--- src/ddr_line_pkg.sv ---
// Widths and encodings shared by the DDR2 line bridge; every RTL file imports this package
package ddr_line_pkg;

    // ----------------------------------------------------------
    // Geometry of the CPU line and the controller beat
    // ----------------------------------------------------------
    localparam int line_w     = 256;
    localparam int beat_w     = 128;
    localparam int addr_w     = 30;
    localparam int app_addr_w = 27;

    // Line index is CPU word address bits 25 down to 3
    localparam int line_idx_w = 23;

    // Beat address rule
    // Beat 0 sits at the line index followed by five zero bits.
    // Beat 1 sits at the line index followed by the bits 10000.
    // The controller address keeps the low app_addr_w bits of that.

    // ----------------------------------------------------------
    // Encodings
    // ----------------------------------------------------------
    // Controller application commands
    typedef enum logic [2:0] {
        cmd_write = 3'd0,
        cmd_read  = 3'd1
    } mig_cmd_e;

    // Control FSM states
    typedef enum logic [1:0] {
        st_idle,
        st_issue,
        st_fill,
        st_done
    } ctrl_state_e;

endpackage

--- src/line_req_if.sv ---
// Line request channel from the control FSM to the command issuer, one instance in the top level
`timescale 1ns/1ps

interface line_req_if;
    import ddr_line_pkg::*;

    // One-cycle pulse that opens a request
    logic                  start;
    logic                  write;
    logic [line_idx_w-1:0] line_idx;
    // Filled from the CPU data bus at the top level
    logic [line_w-1:0]     wr_line;
    // One-cycle pulse once every beat of the request is accepted
    logic                  done;

    modport ctrl (
        output start,
        output write,
        output line_idx,
        output wr_line,
        input  done
    );

    modport issue (
        input  start,
        input  write,
        input  line_idx,
        input  wr_line,
        output done
    );

endinterface

--- src/line_ctrl.sv ---
// Control FSM of the line bridge; takes CPU requests, picks hit, miss or write, sequences the datapath
`timescale 1ns/1ps

module line_ctrl (
    input  logic                            ui_clk,
    input  logic                            rst,
    input  logic                            ram_en,
    input  logic                            ram_write,
    input  logic [ddr_line_pkg::addr_w-1:0] ram_addr,
    input  logic                            init_calib_complete,
    output logic                            ram_rdy,
    line_req_if.ctrl                        req,
    input  logic                            hit,
    output logic                            tag_load,
    output logic                            fill_start,
    output logic                            capture,
    input  logic                            fill_done
);
    import ddr_line_pkg::*;

    ctrl_state_e state;
    ctrl_state_e state_next;
    logic        accept;
    logic        go_ddr;

    // ----------------------------------------------------------
    // CPU side
    // ----------------------------------------------------------
    assign ram_rdy = (state == st_idle) && init_calib_complete;
    assign accept  = ram_en && ram_rdy;

    // Writes always go out, reads only on a miss
    assign go_ddr = accept && (ram_write || !hit);

    // Request fields come straight off the CPU bus, which is held while ram_rdy is low
    assign req.start    = go_ddr;
    assign req.write    = ram_write;
    assign req.line_idx = ram_addr[25:3];

    // Tag and buffer are updated in the accept cycle
    assign tag_load   = go_ddr;
    assign capture    = go_ddr && ram_write;
    assign fill_start = go_ddr && !ram_write;

    // ----------------------------------------------------------
    // State sequencing
    // ----------------------------------------------------------
    always_comb begin
        state_next = state;
        case (state)
            st_idle: begin
                if (go_ddr) begin
                    state_next = st_issue;
                end
            end
            st_issue: begin
                // Read data may already be complete when the commands finish
                if (req.done) begin
                    if (ram_write || fill_done) begin
                        state_next = st_done;
                    end else begin
                        state_next = st_fill;
                    end
                end
            end
            st_fill: begin
                if (fill_done) begin
                    state_next = st_done;
                end
            end
            st_done: begin
                state_next = st_idle;
            end
            default: begin
                state_next = st_idle;
            end
        endcase
    end

    always_ff @(posedge ui_clk) begin
        if (!rst) begin
            state <= st_idle;
        end else begin
            state <= state_next;
        end
    end

endmodule

--- src/line_tag.sv ---
// Tag of the buffered line; holds the last accessed line index and flags a hit on a match
`timescale 1ns/1ps

module line_tag (
    input  logic                                ui_clk,
    input  logic                                rst,
    input  logic                                tag_load,
    input  logic [ddr_line_pkg::line_idx_w-1:0] line_idx,
    output logic                                hit
);
    import ddr_line_pkg::*;

    logic [line_idx_w-1:0] tag_idx;
    logic                  tag_valid;

    // Buffer holds nothing usable until the first access
    always_ff @(posedge ui_clk) begin
        if (!rst) begin
            tag_valid <= 1'b0;
        end else if (tag_load) begin
            tag_valid <= 1'b1;
        end
    end

    always_ff @(posedge ui_clk) begin
        if (tag_load) begin
            tag_idx <= line_idx;
        end
    end

    assign hit = tag_valid && (tag_idx == line_idx);

endmodule

--- src/line_buffer.sv ---
// Line store of the bridge; gathers the two read beats and keeps a copy of written lines
`timescale 1ns/1ps

module line_buffer (
    input  logic                            ui_clk,
    input  logic                            rst,
    input  logic                            fill_start,
    input  logic                            capture,
    input  logic [ddr_line_pkg::line_w-1:0] wr_line,
    input  logic [ddr_line_pkg::beat_w-1:0] app_rd_data,
    input  logic                            app_rd_data_valid,
    output logic [ddr_line_pkg::line_w-1:0] rd_line,
    output logic                            fill_done
);
    import ddr_line_pkg::*;

    logic [line_w-1:0] line_q;
    // Low half expected while clear
    logic              beat_q;

    // ----------------------------------------------------------
    // Beat tracking
    // ----------------------------------------------------------
    always_ff @(posedge ui_clk) begin
        if (!rst) begin
            beat_q    <= 1'b0;
            fill_done <= 1'b0;
        end else begin
            fill_done <= app_rd_data_valid && beat_q;
            if (fill_start) begin
                beat_q <= 1'b0;
            end else if (app_rd_data_valid) begin
                beat_q <= !beat_q;
            end
        end
    end

    // ----------------------------------------------------------
    // Line storage
    // ----------------------------------------------------------
    always_ff @(posedge ui_clk) begin
        if (capture) begin
            line_q <= wr_line;
        end else if (app_rd_data_valid) begin
            if (beat_q) begin
                line_q[line_w-1:beat_w] <= app_rd_data;
            end else begin
                line_q[beat_w-1:0] <= app_rd_data;
            end
        end
    end

    assign rd_line = line_q;

endmodule

--- src/mig_cmd_issue.sv ---
// Command issuer; drives the controller command and write-data channels for both beats of a line
`timescale 1ns/1ps

module mig_cmd_issue (
    input  logic                                ui_clk,
    input  logic                                rst,
    line_req_if.issue                           req,
    input  logic                                app_rdy,
    input  logic                                app_wdf_rdy,
    output logic                                app_en,
    output ddr_line_pkg::mig_cmd_e              app_cmd,
    output logic [ddr_line_pkg::app_addr_w-1:0] app_addr,
    output logic [ddr_line_pkg::beat_w-1:0]     app_wdf_data,
    output logic                                app_wdf_wren,
    output logic                                app_wdf_end
);
    import ddr_line_pkg::*;

    logic                  cmd_pend;
    logic                  cmd_beat;
    logic                  cmd_last;
    logic                  cmd_fin;
    logic                  dat_beat;
    logic                  dat_last;
    logic                  dat_fin;
    logic                  both_fin;
    logic [line_idx_w+4:0] beat_addr;

    // ----------------------------------------------------------
    // Command channel, first beat offered in the start cycle
    // ----------------------------------------------------------
    assign app_en    = req.start || cmd_pend;
    assign app_cmd   = req.write ? cmd_write : cmd_read;
    assign cmd_last  = app_en && app_rdy && cmd_beat;
    assign beat_addr = {req.line_idx, cmd_beat, 4'b0000};
    // Top index bit lies beyond the controller address space
    assign app_addr  = beat_addr[app_addr_w-1:0];

    // Write data trails the command by one cycle, each beat a full burst
    assign app_wdf_data = dat_beat ? req.wr_line[line_w-1:beat_w] : req.wr_line[beat_w-1:0];
    assign app_wdf_end  = app_wdf_wren;
    assign dat_last     = app_wdf_wren && app_wdf_rdy && dat_beat;

    assign both_fin = (cmd_fin || cmd_last) && (dat_fin || dat_last);

    always_ff @(posedge ui_clk) begin
        if (!rst) begin
            cmd_pend     <= 1'b0;
            cmd_beat     <= 1'b0;
            cmd_fin      <= 1'b0;
            app_wdf_wren <= 1'b0;
            dat_beat     <= 1'b0;
            dat_fin      <= 1'b0;
            req.done     <= 1'b0;
        end else begin
            if (app_en && app_rdy) begin
                cmd_beat <= !cmd_beat;
                cmd_pend <= !cmd_beat;
            end else if (req.start) begin
                cmd_pend <= 1'b1;
            end
            if (req.start && req.write) begin
                app_wdf_wren <= 1'b1;
            end else if (app_wdf_wren && app_wdf_rdy) begin
                dat_beat     <= !dat_beat;
                app_wdf_wren <= !dat_beat;
            end
            // Reads have no data to send
            if (req.start) begin
                dat_fin <= !req.write;
            end else begin
                dat_fin <= !both_fin && (dat_fin || dat_last);
            end
            cmd_fin  <= !both_fin && (cmd_fin || cmd_last);
            req.done <= both_fin;
        end
    end

endmodule

--- src/ddr_line_top.sv ---
// Top level of the line bridge; CPU line port on one side, controller application port on the other
`timescale 1ns/1ps

module ddr_line_top (
    input  logic                                ui_clk,
    input  logic                                rst,
    input  logic                                ram_en,
    input  logic                                ram_write,
    input  logic [ddr_line_pkg::addr_w-1:0]     ram_addr,
    input  logic [ddr_line_pkg::line_w-1:0]     data_to_ram,
    output logic                                ram_rdy,
    output logic [ddr_line_pkg::line_w-1:0]     rd_line,
    input  logic                                init_calib_complete,
    input  logic                                app_rdy,
    input  logic                                app_wdf_rdy,
    output logic                                app_en,
    output ddr_line_pkg::mig_cmd_e              app_cmd,
    output logic [ddr_line_pkg::app_addr_w-1:0] app_addr,
    output logic [ddr_line_pkg::beat_w-1:0]     app_wdf_data,
    output logic                                app_wdf_wren,
    output logic                                app_wdf_end,
    input  logic [ddr_line_pkg::beat_w-1:0]     app_rd_data,
    input  logic                                app_rd_data_valid
);

    logic hit;
    logic tag_load;
    logic fill_start;
    logic capture;
    logic fill_done;

    line_req_if req_if ();

    // Write line rides along with the request
    assign req_if.wr_line = data_to_ram;

    line_ctrl u_ctrl (
        .ui_clk(ui_clk), .rst(rst), .ram_en(ram_en), .ram_write(ram_write),
        .ram_addr(ram_addr), .init_calib_complete(init_calib_complete),
        .ram_rdy(ram_rdy), .req(req_if.ctrl), .hit(hit), .tag_load(tag_load),
        .fill_start(fill_start), .capture(capture), .fill_done(fill_done)
    );

    line_tag u_tag (
        .ui_clk(ui_clk), .rst(rst), .tag_load(tag_load),
        .line_idx(req_if.line_idx), .hit(hit)
    );

    line_buffer u_buffer (
        .ui_clk(ui_clk), .rst(rst), .fill_start(fill_start), .capture(capture),
        .wr_line(req_if.wr_line), .app_rd_data(app_rd_data),
        .app_rd_data_valid(app_rd_data_valid), .rd_line(rd_line), .fill_done(fill_done)
    );

    mig_cmd_issue u_issue (
        .ui_clk(ui_clk), .rst(rst), .req(req_if.issue), .app_rdy(app_rdy),
        .app_wdf_rdy(app_wdf_rdy), .app_en(app_en), .app_cmd(app_cmd),
        .app_addr(app_addr), .app_wdf_data(app_wdf_data),
        .app_wdf_wren(app_wdf_wren), .app_wdf_end(app_wdf_end)
    );

endmodule

--- config.mk ---
export PLATFORM = sky130hd
export DESIGN_NAME = ddr_line_top
export DESIGN_NICKNAME = d
export VERILOG_FILES = /design/src/ddr_line_pkg.sv /design/src/line_req_if.sv /design/src/line_ctrl.sv /design/src/line_tag.sv /design/src/line_buffer.sv /design/src/mig_cmd_issue.sv /design/src/ddr_line_top.sv
export SDC_FILE = /design/constraint.sdc
export NUM_CORES = 1
export LEC_CHECK = 0
export ABC_AREA = 1
export BUFFER_PORTS_ARGS = -buffer_cell sky130_fd_sc_hd__buf_4
export CORE_AREA = 2 2 331 333
export CTS_CLUSTER_DIAMETER = 30
export DETAILED_ROUTE_END_ITERATION = 10
export DIE_AREA = 0 0 333 335
export GPL_ROUTABILITY_DRIVEN = 0
export HOLD_SLACK_MARGIN = 0.15
export PLACE_DENSITY = 0.41
export SLEW_MARGIN = 20
export SYNTH_ARGS = -nofsm -noshare
export SYNTH_HDL_FRONTEND = slang
export SYNTH_SLANG_ARGS = --single-unit
export TNS_END_PERCENT = 10
--- constraint.sdc ---
create_clock -name ui_clk -period 36.2 [get_ports ui_clk]
set_input_delay 5.43 -clock ui_clk [delete_from_list [all_inputs] [get_ports ui_clk]]
set_output_delay 5.43 -clock ui_clk [all_outputs]
set_load 0.005 [all_outputs]
==> out/qor.yml <==
run_status:
  status: "complete, no violations"
pwr:
  seqPwrFrac_pct: 27.9
  p_clk_share_pct: 56.3
  comb_power_share_pct: 15.8
  p_leak_nw: 11.3
  swShare_pct: 26.8
  p_int_w: 0.00117
  p_sw_w: 0.000429
  p_per_area_nw_per_um2: 63.8
  peakVddDrop_v: 0.0000346
placed_design:
  place_area_um2: 21500
  io_buffers: 826
  dp_hpwl_um: 53200
hold_path:
  hold_path.class: "flop to flop"
  hold_start: "u_issue.cmd_beat$_SDFFE_PN0N_"
logic_synthesis:
  synth_top_area_share_pct: 60.1
  yosysSeqAreaShare_pct: 61.8
  syn_inst: 1499
  yosysWarnings: 0
  synth_largest_area_cell: "edfxtp_1"
  synthTopCellsByArea: "edfxtp_1, nand2_1, o21ai_0"
  netlist_area_um2: 13900
  ys_seq_elements: 291
  syn_avg_cell_area_um2: 9.30
  ys_types: 23
timing:
  fin_crit_ns: 11.96
  finalHoldViolCount: 0
  fin_skew_ns: 0.0363
  worstMarginPinSlew_ns: 1.06
  relSlewSlack_pct: 28.9
  rsz0062_at_grt: "no"
  max_freq_ghz: 0.0836
  tns_ns: 0
  fin_crit_sh_pct: 33.0
  finalSetupViolCount: 0
  drv_slew: 0
layout:
  diodes: 0
  syn2layout_area_growth_pct: 79.7
  final_cell_mix: "buf_4, nand2_1, edfxtp_1, o21ai_0, inv_1"
  final_area_um2: 25000
  fin_nets: 2764
  drive_above_1_share_pct: 42.1
  final_common_cell: "buf_4"
clock_tree:
  cts_resized: 0
  root_buffer: "clkbuf_16"
  clock_path_buffers: 3
  cts_tree: "done"
  clock_latency_ns: 0.68
  cts_buffers: 104
  htree_levels: 3
  post_cts_buffers: 0
  cts_sinks: 291
  cts_hold_buffers: 0
  path_clk_slew_ns: 0.04
die:
  io_pins: 840
  rows: 121
  start_util_pct: 12.9
  die_h_um: 335
  fp.dieArea_um2: 112000
  coreArea_um2: 108000
  die_width_um: 333
grt:
  grt_max_degree: 93
  grt_util_met2_pct: 20.6
  grt_pass1_wl_um: 99100
  grt_busiest_layer: "met2"
  overflow: 0
  antenna_found_initial: 2
  grtUsageTotal_pct: 12.2
  met3_usage_pct: 3.73
  grt_pass1_vias: 14000
  use_met1_pct: 14.2
critical_path:
  required_ns: 30.77
  endpoint_kind: "output port"
  startpoint: "ram_write"
  crit_type: "input pin to output port"
  worstPathMaxFanout: 29
  worstPathArrival_ns: 6.53
  critPathLaunchType: "input pin"
  timing.rr.start: "u_ctrl.state[0]$_SDFFE_PN0P_"
routing:
  vias: 13900
  wl_per_cell_um: 18.6
  postRouteAntennaNets: 0
  routed_wl_um: 71400
  first_pass_iters: 4
  drc: 0
  avgViaCountPerCell: 3.62
  drtIter0Drc: 666
run:
  drv_cap: 0
-- registers in the layout, summed over array words and instances (netlist names) --
register,flops
u_tag.tag_valid,1
u_issue.dat_beat,1
u_issue.cmd_pend,1
u_buffer.fill_done,1
u_issue.req.done,1
u_tag.tag_idx,23
u_issue.cmd_fin,1
u_issue.cmd_beat,1
u_ctrl.state,2
u_issue.dat_fin,1
u_issue.app_wdf_end,1
u_buffer.rd_line,256
u_buffer.beat_q,1
-- stage by stage --
step	setup slack (ns)	hold slack [ns]	std cells	power, W	util, %
6_report	24.24	0.500	3841	0.00160	23.2
3_3_place_gp	24.17	0.487	3646	0.000711	19.9
5_1_grt	24.09	0.545	3841	0.00167	23.2
2_1_floorplan	21.02	0.456	1504	0.000542	-
3_5_place_dp	24.22	0.495	3646	0.000710	19.9
4_1_cts	24.22	0.504	3841	0.00162	23.2
-- metal layers --
metal	vias to the layer above	share of wire, %
li1	6684	-
met1	6462	40
met2	621	49
met3	127	8.2
met4	0	3.0
met5	-	0
-- cell usage after synthesis --
| cell type | n |
|---|---|
| a21oi_1 | 7 |
| buf_2 | 43 |
| buf_4 | 31 |
| buf_6 | 2 |
| clkbuf_1 | 39 |
| conb_1 | 1 |
| dfxtp_1 | 12 |
| edfxtp_1 | 279 |
| ha_1 | 4 |
| inv_1 | 184 |
| nand2_1 | 452 |
| nand2_2 | 3 |
| nand2_4 | 2 |
| nand3_1 | 129 |
| nand3_2 | 1 |
| nor2_1 | 38 |
| nor2_2 | 2 |
| nor2_4 | 2 |
| o2111ai_1 | 1 |
| o211ai_1 | 1 |
| o21ai_0 | 235 |
| o21ai_1 | 30 |
| o21ai_2 | 1 |
-- critical path, stage by stage --
cell     delay (ns)
buf_6          0.19
nor2_4         0.14
o21ai_2        0.06
nor2_2         0.08
nand2_1        0.06
nor2_2         0.11
nand3_2        0.11
nand2_4        0.12
nand2_4        0.07
buf_4          0.14
-- kinds of logic after synthesis --
| group | Yosys count | share of synthesized area, % |
|---|---|---|
| other | 1 | 0.0269 |
| buffers and inverters | 299 | 9.38 |
| AND/OR/NAND/NOR | 629 | 18.4 |
| AO/OA/AOI/OAI | 275 | 9.95 |
| adder cells (fa/ha/maj) | 4 | 0.359 |
| flip-flops | 291 | 61.8 |
-- path summary, 6_finish.rpt --
kind / to / slack (ns) / cells past startpoint
hold / removal: u_issue.cmd_beat$_SDFFE_PN0N_ / 0.50 / 2
setup reg to reg: u_buffer.rd_line[44]$_DFFE_PP_ / 32.30 / 10
hold reg to reg: u_issue.cmd_beat$_SDFFE_PN0N_ / 0.50 / 2
setup / recovery: app_en / 24.24 / 10
-- power by group through the flow --
stage | logic, W | clock network (W) | registers (W)
finish | 0.000253 | 0.000900 | 0.000446
global route | 0.000277 | 0.000942 | 0.000450
CTS | 0.000259 | 0.000919 | 0.000447
detailed placement | 0.000259 | 0 | 0.000451
global placement | 0.000260 | 0 | 0.000450
floorplan | 0.0000825 | 0 | 0.000459
-- cell type report --
type	instances	area, um^2
Timing Repair Buffer	843	6330
Clock inverter	72	820
Sequential cell	291	8620
Multi-Input combinational cell	914	4060
Clock buffer	123	2750
Inverter	184	691
Fill cell	11900	83100
Tap cell	1414	1770
(Power assumes the default switching activity.)
